$ cat config.mk
export PLATFORM = sky130hd
export DESIGN_NAME = hit_detector
export DESIGN_NICKNAME = d
export VERILOG_FILES = /design/src/hw/game_pkg.sv /design/src/hw/vga_pkg.sv /design/src/hw/hit_detector.sv
export SDC_FILE = /design/constraint.sdc
export NUM_CORES = 1
export LEC_CHECK = 0
export ABC_AREA = 1
export ABC_CLOCK_PERIOD_IN_PS = 2500
export BUFFER_PORTS_ARGS = -buffer_cell sky130_fd_sc_hd__buf_2
export CAP_MARGIN = 25
export CORE_MARGIN = 5
export CORE_UTILIZATION = 30
export CTS_BUF_LIST = sky130_fd_sc_hd__clkbuf_8
export DETAILED_ROUTE_END_ITERATION = 10
export PLACE_DENSITY_LB_ADDON = 0.3
export SLEW_MARGIN = 20
export SYNTH_ARGS = -nofsm -noshare
export SYNTH_HDL_FRONTEND = slang
export SYNTH_SLANG_ARGS = --single-unit
$ cat constraint.sdc
create_clock -name clk -period 2.5 [get_ports clk]
set_input_delay 0.125 -clock clk [delete_from_list [all_inputs] [get_ports clk]]
set_output_delay 0.125 -clock clk [all_outputs]
set_load 0.02 [all_outputs]
$ cat src/hw/game_pkg.sv
package game_pkg;

    // ----------------------------------------------------------------------
    // APB bus
    // ----------------------------------------------------------------------
    typedef struct packed {
        logic        psel;
        logic        penable;
        logic        pwrite;
        logic [7:0]  paddr;
        logic [31:0] pwdata;
    } apb_req_t;

    typedef struct packed {
        logic [31:0] prdata;
        logic        pready;
        logic        pslverr;
    } apb_rsp_t;

    // ----------------------------------------------------------------------
    // game control and status
    // ----------------------------------------------------------------------
    typedef struct packed {
        logic        enable;
        logic        upscale;
        logic [9:0]  ball_x;
        logic [9:0]  ball_y;
        logic [15:0] threshold;
        logic        score_clear;
    } game_ctrl_t;

    typedef struct packed {
        logic [7:0]  score;
        logic [15:0] hits;
    } game_status_t;

    // register map
    parameter logic [7:0] REG_CTRL   = 8'h00;
    parameter logic [7:0] REG_BALL_X = 8'h04;
    parameter logic [7:0] REG_BALL_Y = 8'h08;
    parameter logic [7:0] REG_THRESH = 8'h0C;
    parameter logic [7:0] REG_SCORE  = 8'h10;
    parameter logic [7:0] REG_HITS   = 8'h14;

endpackage

$ cat src/hw/vga_pkg.sv
package vga_pkg;

    // ----------------------------------------------------------------------
    // pixel formats
    // ----------------------------------------------------------------------
    typedef struct packed {
        logic [4:0] r;
        logic [5:0] g;
        logic [4:0] b;
    } rgb565_t;

    typedef struct packed {
        logic [3:0] r;
        logic [3:0] g;
        logic [3:0] b;
    } rgb444_t;

    // one pixel slot of the scan, syncs active low
    typedef struct packed {
        logic [9:0] x;
        logic [9:0] y;
        logic       de;
        logic       hsync;
        logic       vsync;
        logic       frame_end;
    } scan_beat_t;

    // ----------------------------------------------------------------------
    // target colour and ball
    // ----------------------------------------------------------------------
    parameter logic [4:0] TARGET_R_MIN = 5'd24;
    parameter logic [5:0] TARGET_G_MAX = 6'd16;
    parameter logic [4:0] TARGET_B_MAX = 5'd8;

    parameter rgb444_t BALL_COLOR = 12'hFFF;

    function automatic logic is_target(input rgb565_t px);
        return (px.r >= TARGET_R_MIN) && (px.g < TARGET_G_MAX) && (px.b < TARGET_B_MAX);
    endfunction

    // square of side size, top-left corner at bx, by
    function automatic logic in_square(input logic [9:0] px, input logic [9:0] py,
                                       input logic [9:0] bx, input logic [9:0] by,
                                       input int size);
        logic [10:0] x_end;
        logic [10:0] y_end;
        x_end = {1'b0, bx} + 11'(size);
        y_end = {1'b0, by} + 11'(size);
        return (px >= bx) && ({1'b0, px} < x_end) && (py >= by) && ({1'b0, py} < y_end);
    endfunction

endpackage

$ cat src/hw/hit_detector.sv
`timescale 1ns/1ns

module hit_detector #(
    parameter int BALL_SIZE = 16
) (
    input  logic                   clk,
    input  logic                   i_arst_n,
    input  vga_pkg::scan_beat_t    i_beat,
    input  vga_pkg::rgb565_t       i_pixel,
    input  game_pkg::game_ctrl_t   i_ctrl,
    output game_pkg::game_status_t o_status,
    output logic                   o_hit
);

    logic        take;
    logic        first_px;
    logic [15:0] hit_cnt;
    logic [15:0] cnt_base;
    logic [15:0] cnt_next;

    game_pkg::game_status_t status_q;

    // target pixel under the ball
    assign take = i_beat.de && vga_pkg::is_target(i_pixel)
                  && vga_pkg::in_square(i_beat.x, i_beat.y, i_ctrl.ball_x, i_ctrl.ball_y,
                                        BALL_SIZE);

    assign first_px = i_beat.de && (i_beat.x == '0) && (i_beat.y == '0);

    always_comb begin
        cnt_base = first_px ? 16'd0 : hit_cnt;
        cnt_next = cnt_base + {15'd0, take};
    end

    always_ff @(posedge clk or negedge i_arst_n) begin
        if (!i_arst_n) begin
            hit_cnt  <= '0;
            status_q <= '0;
            o_hit    <= 1'b0;
        end else begin
            o_hit <= 1'b0;
            if (i_beat.de) begin
                hit_cnt <= cnt_next;
            end
            // ------------------------------------------------------------
            // end of frame compare
            // ------------------------------------------------------------
            if (i_beat.frame_end) begin
                status_q.hits <= cnt_next;
                if (i_ctrl.enable && (cnt_next >= i_ctrl.threshold)) begin
                    o_hit <= 1'b1;
                    if (status_q.score != 8'hFF) begin
                        status_q.score <= status_q.score + 8'd1;
                    end
                end
            end
            // clear wins over a same-cycle hit
            if (i_ctrl.score_clear) begin
                status_q.score <= '0;
            end
        end
    end

    assign o_status = status_q;

endmodule

Yosys cells after proc, flatten, opt, wreduce, memory -nomap -nowiden
Index checks and enable logic that the tools add are counted.
W data, S select, Z words.
{ "op_classes": {"n_addsub": 4, "magnitude_cmp": 8, "eq_ne": 1, "n_mux": 7, "reduce_logical": 16} }
{ "op_table": {"columns": ["operator", "count"], "rows": [
  ["$mux W24", 1],
  ["$mux W8", 3],
  ["$add A10 B5 Y11 const B", 2],
  ["$lt A10 B11 Y1", 2],
  ["$ge A10 B10 Y1", 2],
  ["$logic_not A10 Y1", 2],
  ["$add A16 B1 Y16", 1],
  ["$ge A16 B16 Y1", 1],
  ["$mux W16", 1],
  ["$logic_and A1 B1 Y1", 10],
  ["$add A8 B1 Y8 const B", 1],
  ["$ne A8 B8 Y1 const B", 1],
  ["$lt A6 B5 Y1 const B", 1],
  ["$reduce_bool A2 Y1", 3],
  ["$ge A5 B5 Y1 const B", 1],
  ["$lt A5 B4 Y1 const B", 1],
  ["$reduce_and A3 Y1", 1],
  ["$mux W1", 2]
]} }
{ "word_totals": {"ff_bits": 41, "input_bits": 81, "out_inout_bits": 25, "word_cells": 40} }

Logic depth before layout (Yosys ltp)
Gate-level depths: netlist of run 1.
{ "depth": {"ltp_word": 12, "depth_mapped": 29} }

Least setup slack after synthesis of run 1
No wires, ideal clock.
{ "synth_timing": {"path_kind": "input -> register", "startpoint": "input port i_ctrl[31] (netlist name)", "endpoint": "register status_q (netlist bit o_status[20])", "setup_time_ps": 66, "arrival_ps": 3526, "required_time_ps": 2434, "setup_slack_ps": -1091, "path_stages": 26, "path_buffers": 0, "cell_sequence": "ha_1 -> nand3_1 -> xor2_1 -> ha_1 -> a21oi_1 -> o21ai_0 -> nor2_1 -> nand2_1 -> nor3_1 -> ha_1 -> ha_1 -> nand4_2 -> nor2_2 -> nand4_1 -> and2_1 -> ha_1 -> nand4_1 -> nor2_1 -> nand2_1 -> inv_1 -> nand2_1 -> nand2_1 -> nand3_2 -> nor2_1 -> nand2_1 -> nand2_1"} }
{ "synth_between": {"elab_chain_len": 11, "word_cells_on_any_way": 12} }
{ "synth_lines": {"columns": ["item", "line_no", "text"], "rows": [
  ["from (decl)", "hit_detector.sv:10", "input game_pkg::game_ctrl_t i_ctrl,"],
  ["$add A10 B5 Y11", "vga_pkg.sv:47", "x_end = {1'b0, bx} + 11'(size);"],
  ["$lt A10 B11 Y1", "vga_pkg.sv:49", "return (px >= bx) && ({1'b0, px} < x_end) && (py >= by) && ({1'b0, py} < y_end);"],
  ["$logic_and A1 B1 Y1 * (3 in series)", "vga_pkg.sv:49", null],
  ["$logic_and A1 B1 Y1 *", "hit_detector.sv:25", "&& vga_pkg::in_square(i_beat.x, i_beat.y, i_ctrl.ball_x, i_ctrl.ball_y,"],
  ["$add A16 B1 Y16 *", "hit_detector.sv:32", "cnt_next = cnt_base + {15'd0, take};"],
  ["net cnt_next[14]", "hit_detector.sv:19", "logic [15:0] cnt_next;"],
  ["$ge A16 B16 Y1 *", "hit_detector.sv:50", "if (i_ctrl.enable && (cnt_next >= i_ctrl.threshold)) begin"],
  ["$logic_and A1 B1 Y1 *", "hit_detector.sv:50", null],
  ["$reduce_bool A2 Y1 (no line) *", null, null],
  ["$reduce_and A3 Y1 (no line) *", null, null],
  ["to (decl)", "hit_detector.sv:21", "game_pkg::game_status_t status_q;"]
]} }
The timed path passes the listed nets; every way through them passes the cells marked *.
A chain may end at the register's enable or synchronous reset.

Worst setup path in the final report of run 1
{ "layout_timing": {"startpoint": "input port i_ctrl[21] (netlist name)", "endpoint": "register o_hit"} }
{ "layout_between": {"elab_chain_len": 9, "word_cells_on_any_way": 11} }
{ "layout_lines": {"columns": ["item", "line_no", "text"], "rows": [
  ["$add A10 B5 Y11 / $ge A10 B10 Y1 (equally long branches)", "vga_pkg.sv:48, vga_pkg.sv:49", null],
  ["$lt A10 B11 Y1 / $logic_and A1 B1 Y1 (equally long branches)", "vga_pkg.sv:49", null],
  ["$logic_and A1 B1 Y1 *", "vga_pkg.sv:49", null],
  ["$logic_and A1 B1 Y1 *", "hit_detector.sv:25", null],
  ["$add A16 B1 Y16 *", "hit_detector.sv:32", null],
  ["net cnt_next[14]", "hit_detector.sv:19", null],
  ["$ge A16 B16 Y1 *", "hit_detector.sv:50", null],
  ["$logic_and A1 B1 Y1 *", "hit_detector.sv:50", null],
  ["$mux W1 *", "hit_detector.sv:50", null],
  ["$mux W1 *", "hit_detector.sv:48", "if (i_beat.frame_end) begin"],
  ["to (signal assigned)", "hit_detector.sv:39", "o_hit <= 1'b0;"],
  ["to (signal assigned)", "hit_detector.sv:41", "o_hit <= 1'b0;"],
  ["to (signal assigned)", "hit_detector.sv:51", "o_hit <= 1'b1;"],
  ["to (decl)", "hit_detector.sv:12", "output logic o_hit"]
]} }
Marks and branches as above.

==> impl_results.md, run 1 <==
- Worst-path clk slew: 0.09 ns
- Slew of the pin with the lowest slew margin: 0.766 ns
- Die area: 15000 µm²
- ANT cells: 0
- Most frequent cells after synthesis: nand2_1 (148), inv_1 (80), ha_1 (53), nand3_1 (53), nor2_1 (45)
- First-pass GRT wire length: 18800 µm
- Post-Syn Nets: 680
- Placer Congestion: 0.929
- Post-place instance area: 5140 µm²
- Num rows: 41
- Min setup slack post-route: -0.897 ns
- Relative slew slack: 48.9%
- Antenna Nets Post-Route: 0
- Mux cell area share after synthesis: 0%
- CP Launch Type: input port
- CTS tree: built
- Vias/cell: 4.56
- Yosys top cell by area: dfrtp_1
- Clock Skews: 0.00485 ns
- Fraction of layout cells with a size suffix above 1: 33.9%
- Worst Path Arrival: 3.63 ns
- Final Cell Area: 5550 µm²
- Tot GR Track Use: 15.3%
- Synth async-reset ratio: 100%
- Synthesized area: 3800 µm²
- Ys Warns: 0
- Most frequent cell after synthesis: nand2_1
- DR vias: 4092
- Synth top area share: 27.0%
- Worst EP required: 2.74 ns
- Power Density: 281 nW/µm²
- Setup crit end kind: register
- Chip Width: 123 µm
- Starting Density: 30.4%
- Top post-synthesis cells by area: dfrtp_1 (27%), ha_1 (17%), nand2_1 (15%), inv_1 (7.9%), nand3_1 (7.0%)
- Internal Power: 1070 µW
- Flop pwr share: 43.1%
- Failing checks: setup timing
- FF-to-FF Start: hit_cnt[0]$_DFFE_PN0P_
- Worst Setup Path Type: in -> reg
- Initial DRC count: 137
- Die Span Y: 123 µm
- Max Clock Freq: 0.294 GHz
- EDFF count, synth: 0
- Sw power: 495 µW
- Hold Path End: o_hit$_DFF_PN0_
- WL per Instance: 12.5 µm
- Gate Count Post-Synth: 546
- Post-Synth XOR/XNOR Area: 3.65%
- Vias in the first global route: 4106
- Tmin final: 3.40 ns
- Worst-path maximum fanout: 5
- Drt pass-1 iters: 4
- Peak VDD IR: 0.170 mV
- Largest family of logic cells by synthesized area: simple AND/OR/NAND/NOR gates
- Outcome: complete, but fails checks
- FILL cells: 1278
- Clk_lat worst skew: 0.30 ns
- LEAKAGE: 0.00317 µW
- Final nets: 859
- Total grt overflow: 0
- Final slew viol count: 0
- Detailed-placement wirelength estimate: 8860 µm
- Max Cap Viol: 0
- I/O pins: 106
- Post-Route WL: 11200 µm
- Area growth syn-to-layout: 45.9%
- Clk pwr share: 28.9%
- Synth Area in Compound Gates: 7.30%
- DRC Markers: 0
- Main flop type after synthesis: dfrtp_1
- Combinational power share: 28.0%
- Clk sinks: 41
- Worst Hold Depth: 3
- Number of distinct library cells after synthesis: 35
- Adder-Cell Fraction of Synth Area: 17.4%
- Core ar.: 12500 µm²
- Pin count of the biggest net entering global routing: 42
- Worst R2R Setup Slack: -0.21 ns
- Total negative slack: -7.82 ns
- Syn avg cell area: 6.97 µm²
- Cell Count, Final, Fillers Out: 898
- I/O Buffers: 92
- RSZ-0062 raised after global routing: yes
- Final period util: 136%
- Final hold vios: 0
- Initial antenna violation count: 0
- Reg-to-reg critical path endpoint: o_hit$_DFF_PN0_
- Synth Area in Simple Gates: 35.2%
- Seq cells post-synth: 41
- Sw Ratio: 31.7%
- Overall Power: 1560 µW
- CTS buffer count: 5
- CTS max path bufs: 2
- CTS Root Cell: clkbuf_8
- H-Tree Depth: 2
- Dpl cells: 879
- Post-synthesis sequential area ratio: 27.0%
- Setup-failing EPs final: 9
- Hold Path Origin: i_ctrl[38]
- Hold Path Class: in -> reg
- FF-to-FF path depth: 18
## power by group through the flow
stage	clock network (µW)	registers, µW	logic [µW]
5_1_grt	481	674	497
3_3_place_gp	0	686	387
3_5_place_dp	0	686	395
2_1_floorplan	0	691	193
6_report	451	673	438
4_1_cts	454	673	412
## placed cells by master, fill, tap and decap left out, types with 5 or more instances in the layout
cell type / count
nor2_2: 5
nor2_1: 40
ha_4: 6
xor2_1: 9
o21ai_1: 5
nand3_1: 47
buf_4: 79
nand2_2: 11
buf_6: 9
nand4_1: 13
o21ai_2: 5
nor2_4: 5
dfrtp_1: 41
and2_1: 7
nand2_1: 142
inv_1: 78
a21oi_2: 5
nand3_2: 6
ha_1: 46
buf_2: 85
a21oi_1: 18
clkbuf_8: 5
o21ai_0: 11
## worst max path at each step
stage                                           to        from  cells past startpoint
after floorplan           o_status[20]$_DFFE_PN0P_  i_ctrl[31]                     26
after global routing      o_status[23]$_DFFE_PN0P_  i_ctrl[22]                     27
final                              o_hit$_DFF_PN0_  i_ctrl[21]                     25
after CTS                 o_status[22]$_DFFE_PN0P_  i_ctrl[21]                     27
after detailed placement  o_status[22]$_DFFE_PN0P_  i_ctrl[21]                     27
after global placement    o_status[20]$_DFFE_PN0P_  i_ctrl[21]                     27
## cells by family (layout without fill, tap and decap cells)
logic type               count (synthesis)  after routing
XOR/XNOR                                15             15
flip-flops                              41             41
AO/OA/AOI/OAI                           51             51
AND/OR/NAND/NOR                        296            297
buffers and inverters                   90            269
adder cells (fa/ha/maj)                 53             53
## metrics by stage
step                      hold slack [ns]  utilization, %  worst slack, ns
final                              0.0823            44.3           -0.897
after detailed placement            0.333            41.1            -1.36
after global placement              0.329            41.1            -1.23
after floorplan                    -0.171               -           -0.781
after CTS                         0.00223            43.5           -0.949
after global routing                0.104            44.3            -1.18
## worst max-delay path, stage by stage
cell and delay, ns:
buf_8 0.11, ha_4 0.16, xnor2_1 0.12, ha_1 0.32, a21oi_2 0.14, o21ai_1 0.09, a21oi_1 0.13, nand3_1 0.12
nor3_2 0.12, ha_2 0.25, ha_4 0.16, nand4_4 0.14, nor2_4 0.16, nand4_1 0.15, and2_4 0.18, ha_4 0.26
nand4_1 0.09, nor2_1 0.15, nand2_1 0.06, inv_1 0.06, nand2_2 0.07, buf_4 0.13, buf_4 0.12, buf_6 0.10
a21oi_2 0.10
## sequential cells by signal, summed over array words and instances, names as in the netlist
register and flops:
o_status 24, hit_cnt 16, o_hit 1
## area by class of cell
cell class              instances  area (µm²)  area share [%]
clock inverters                 3        18.8           0.338
repair buffers                179        1210            21.9
well taps                     172         215            3.88
multi-input cells             416        2700            48.6
flip-flops and latches         41        1030            18.5
inverters                      82         310            5.59
clock buffers                   5        68.8            1.24
## per-layer routing
metal  vias up  global-route usage (%)  part of all wire, %
li1       2125                       -                    -
met1      1865                    21.1                   47
met2        96                    25.7                   48
met3         6                    2.44                  4.8
met4         0                    2.24                 0.46
met5         -                       0                    0
## what timing repair did
| item | 4_1_cts | 5_1_grt |
|---|---|---|
| setup buffers | 11 | 6 |
| cloned | 1 | 0 |
| endpoints found under the hold margin | 0 | 13 |
| pin swaps | 23 | 29 |
| gates resized for setup | 32 | 32 |
| hold buffers | 0 | 1 |
| endpoints found under the setup margin | 12 | 36 |
Note: power is estimated with default switching activity, not from simulation.
==> run 2, diff against run 1 <==
Settings changed: PLACE_DENSITY_LB_ADDON 0.3 to not set.
==> run 2 against run 1 <==
The flow still finishes with violations (setup timing). Clock power increased by 2%. Sequential power about the same. Fmax decreased by 2.0%. Total power decreased by 0.89%. Wire length decreased by 3.0%. Clock skew increased by 0.0044 ns. Flip-flop and latch count unchanged. Non-clock buffer count increased by 2. Utilization increased by 0.26 points. Via count decreased by 0.71%. Final area increased by 0.59%. Combinational power decreased by 5.0%. Largest power group unchanged.
==> impl_results.md, run 2 (synthesized netlist as in run 1, its figures left out) <==
- Tot GR Track Use: 14.7% (-0.58 points)
- DRC Markers: 0 (unchanged)
- Slowest cell on the critical path: ha_1
- Most common cell after layout, fill and taps aside: nand2_1
- CTS buffer count: 5 (unchanged)
- CTS tree: built
- Clock Skews: 0.00921 ns (+0.00437 ns)
- Total grt overflow: 0 (unchanged)
- Drt pass-1 iters: 4 (unchanged)
- Core ar.: 12500 µm² (unchanged)
- Post-Route WL: 10900 µm (-3.0%)
- CTS max path bufs: 2 (unchanged)
- First-pass GRT wire length: 18200 µm (-2.8%)
- Pin count of the biggest net entering global routing: 42 (unchanged)
- Failing checks: setup timing
- Max Clock Freq: 0.288 GHz (-2.0%)
- Final hold vios: 0 (unchanged)
- I/O pins: 106 (unchanged)
- Worst EP required: 2.74 ns (about the same)
- Final period util: 139% (+2.8 points)
- Overall Power: 1550 µW (-0.89%)
- LEAKAGE: 0.00319 µW (+0.61%)
- DR vias: 4063 (-0.71%)
- Worst Path Arrival: 3.70 ns (+0.07 ns)
- Outcome: complete, but fails checks
- Starting Density: 30.4% (unchanged)
- Number of flip-flops in the largest register: 24 (unchanged)
- Final nets: 861 (+0.23%)
- Dpl cells: 881 (+0.23%)
- Antenna Nets Post-Route: 0 (unchanged)
- Placer Congestion: 0.877 (-5.5%)
- Peak VDD IR: 0.240 mV (+42%)
- Num rows: 41 (unchanged)
- Clk_lat worst skew: 0.30 ns (about the same)
- Final Core Density: 44.6% (+0.26 points)
- H-Tree Depth: 2 (unchanged)
- Initial DRC count: 169 (+23%)
- CP peak stage delay: 0.27 ns (-0.05 ns)
- Worst Setup Path Type: in -> reg
- Die Span Y: 123 µm (unchanged)
- Worst-path maximum fanout: 5 (unchanged)
- Cell Count, Final, Fillers Out: 900 (+0.22%)
- Area growth syn-to-layout: 46.7%
- Max Cap Viol: 0 (unchanged)
- Clk sinks: 41 (unchanged)
- Hold Path Class: in -> reg
- Hold Slack: 0.0843 ns (+0.00192 ns)
- Final slew viol count: 0 (unchanged)
- WL per Instance: 12.1 µm (-3.2%)
- Total negative slack: -8.48 ns (-0.663 ns)
- Fraction of layout cells with a size suffix above 1: 34.1% (+0.18 points)
- RSZ-0062 raised after global routing: yes
- Initial antenna violation count: 0 (unchanged)
- Slew of the pin with the lowest slew margin: 0.667 ns (-0.0986 ns)
- Detailed-placement wirelength estimate: 8680 µm (-2.0%)
- CTS Root Cell: clkbuf_8
- Setup crit end kind: register
- Vias in the first global route: 4134 (+0.68%)
- Min setup slack post-route: -0.967 ns (-0.0695 ns)
- Cell mode on critical path: nand2_1
- Chip Width: 123 µm (unchanged)
- Vias/cell: 4.51 (-0.93%)
- CP Launch Type: input port
- Setup-failing EPs final: 9 (unchanged)
- Relative slew slack: 55.5% (+6.6 points)
- I/O Buffers: 92 (unchanged)
- Tmin final: 3.47 ns (+0.0695 ns)
- Power Density: 277 nW/µm² (-1.5%)
- ANT cells: 0 (unchanged)
- Worst-path clk slew: 0.09 ns (about the same)
- Most frequent cells in the layout: nand2_1 (142), buf_2 (86), buf_4 (83)
- Die area: 15000 µm² (unchanged)
==> run 2: metal layers <==
metal | global-route usage [%] | wire length [µm]
met1 | 19.5 | 5090
met2 | 25.6 | 5170
met3 | 2.03 | 478
met4 | 2.59 | 112
met5 | 0 | 0
==> run 2: power by group <==
group	switching (µW)	internal [µW]
sequential	4.41	669
combinational	225	191
clock	259	198
total	489	1060
==> run 2: layout make-up <==
cell class	count	area, µm²
clock inverters	3	21.3
fillers	1296	6930
multi-input cells	416	2740
well taps	172	215
repair buffers	181	1210
flip-flops and latches	41	1030
inverters	82	308
clock buffers	5	68.8
==> run 2: stage by stage <==
| stage | cell area (µm²) | setup WS, ns |
|---|---|---|
| after floorplan | 3930 | -0.781 |
| after global placement | 5150 | -1.36 |
| after detailed placement | 5150 | -1.45 |
| after CTS | 5390 | -0.965 |
| after global routing | 5580 | -1.26 |
| final | 5580 | -0.967 |
==> run 2: repair_timing <==
| action | CTS | global route |
|---|---|---|
| setup buffers | 4 | 6 |
| gates cloned | 1 | 0 |
| hold buffers | 1 | 0 |
| hold endpoints to repair | 18 | 0 |
| pin swaps | 26 | 34 |
| setup endpoints to repair | 11 | 36 |
| resized for setup | 24 | 33 |
==> run 2: worst max-delay path, delay by kind of cell <==
kind,cells,cell delay [ns]
fa+ha+maj,3,0.78
compound gates,1,0.05
simple gates,21,2.37
buf+inv,2,0.18
xor+xnor,1,0.20
==> run 2: path summary, 6_finish.rpt <==
check                                          from                       end  slack, ns  cells past startpoint
max in group asynchronous                  i_arst_n   hit_cnt[12]$_DFFE_PN0P_       1.81                      3
min                                       i_ctrl[0]  o_status[18]$_DFFE_PN0P_       0.08                      4
max                                      i_ctrl[33]  o_status[20]$_DFFE_PN0P_      -0.97                     28
min reg2reg                o_status[11]$_DFFE_PN0P_  o_status[11]$_DFFE_PN0P_       0.48                      2
max reg2reg                  hit_cnt[0]$_DFFE_PN0P_  o_status[20]$_DFFE_PN0P_      -0.23                     20
min in group asynchronous                  i_arst_n  o_status[14]$_DFFE_PN0P_       0.23                      2
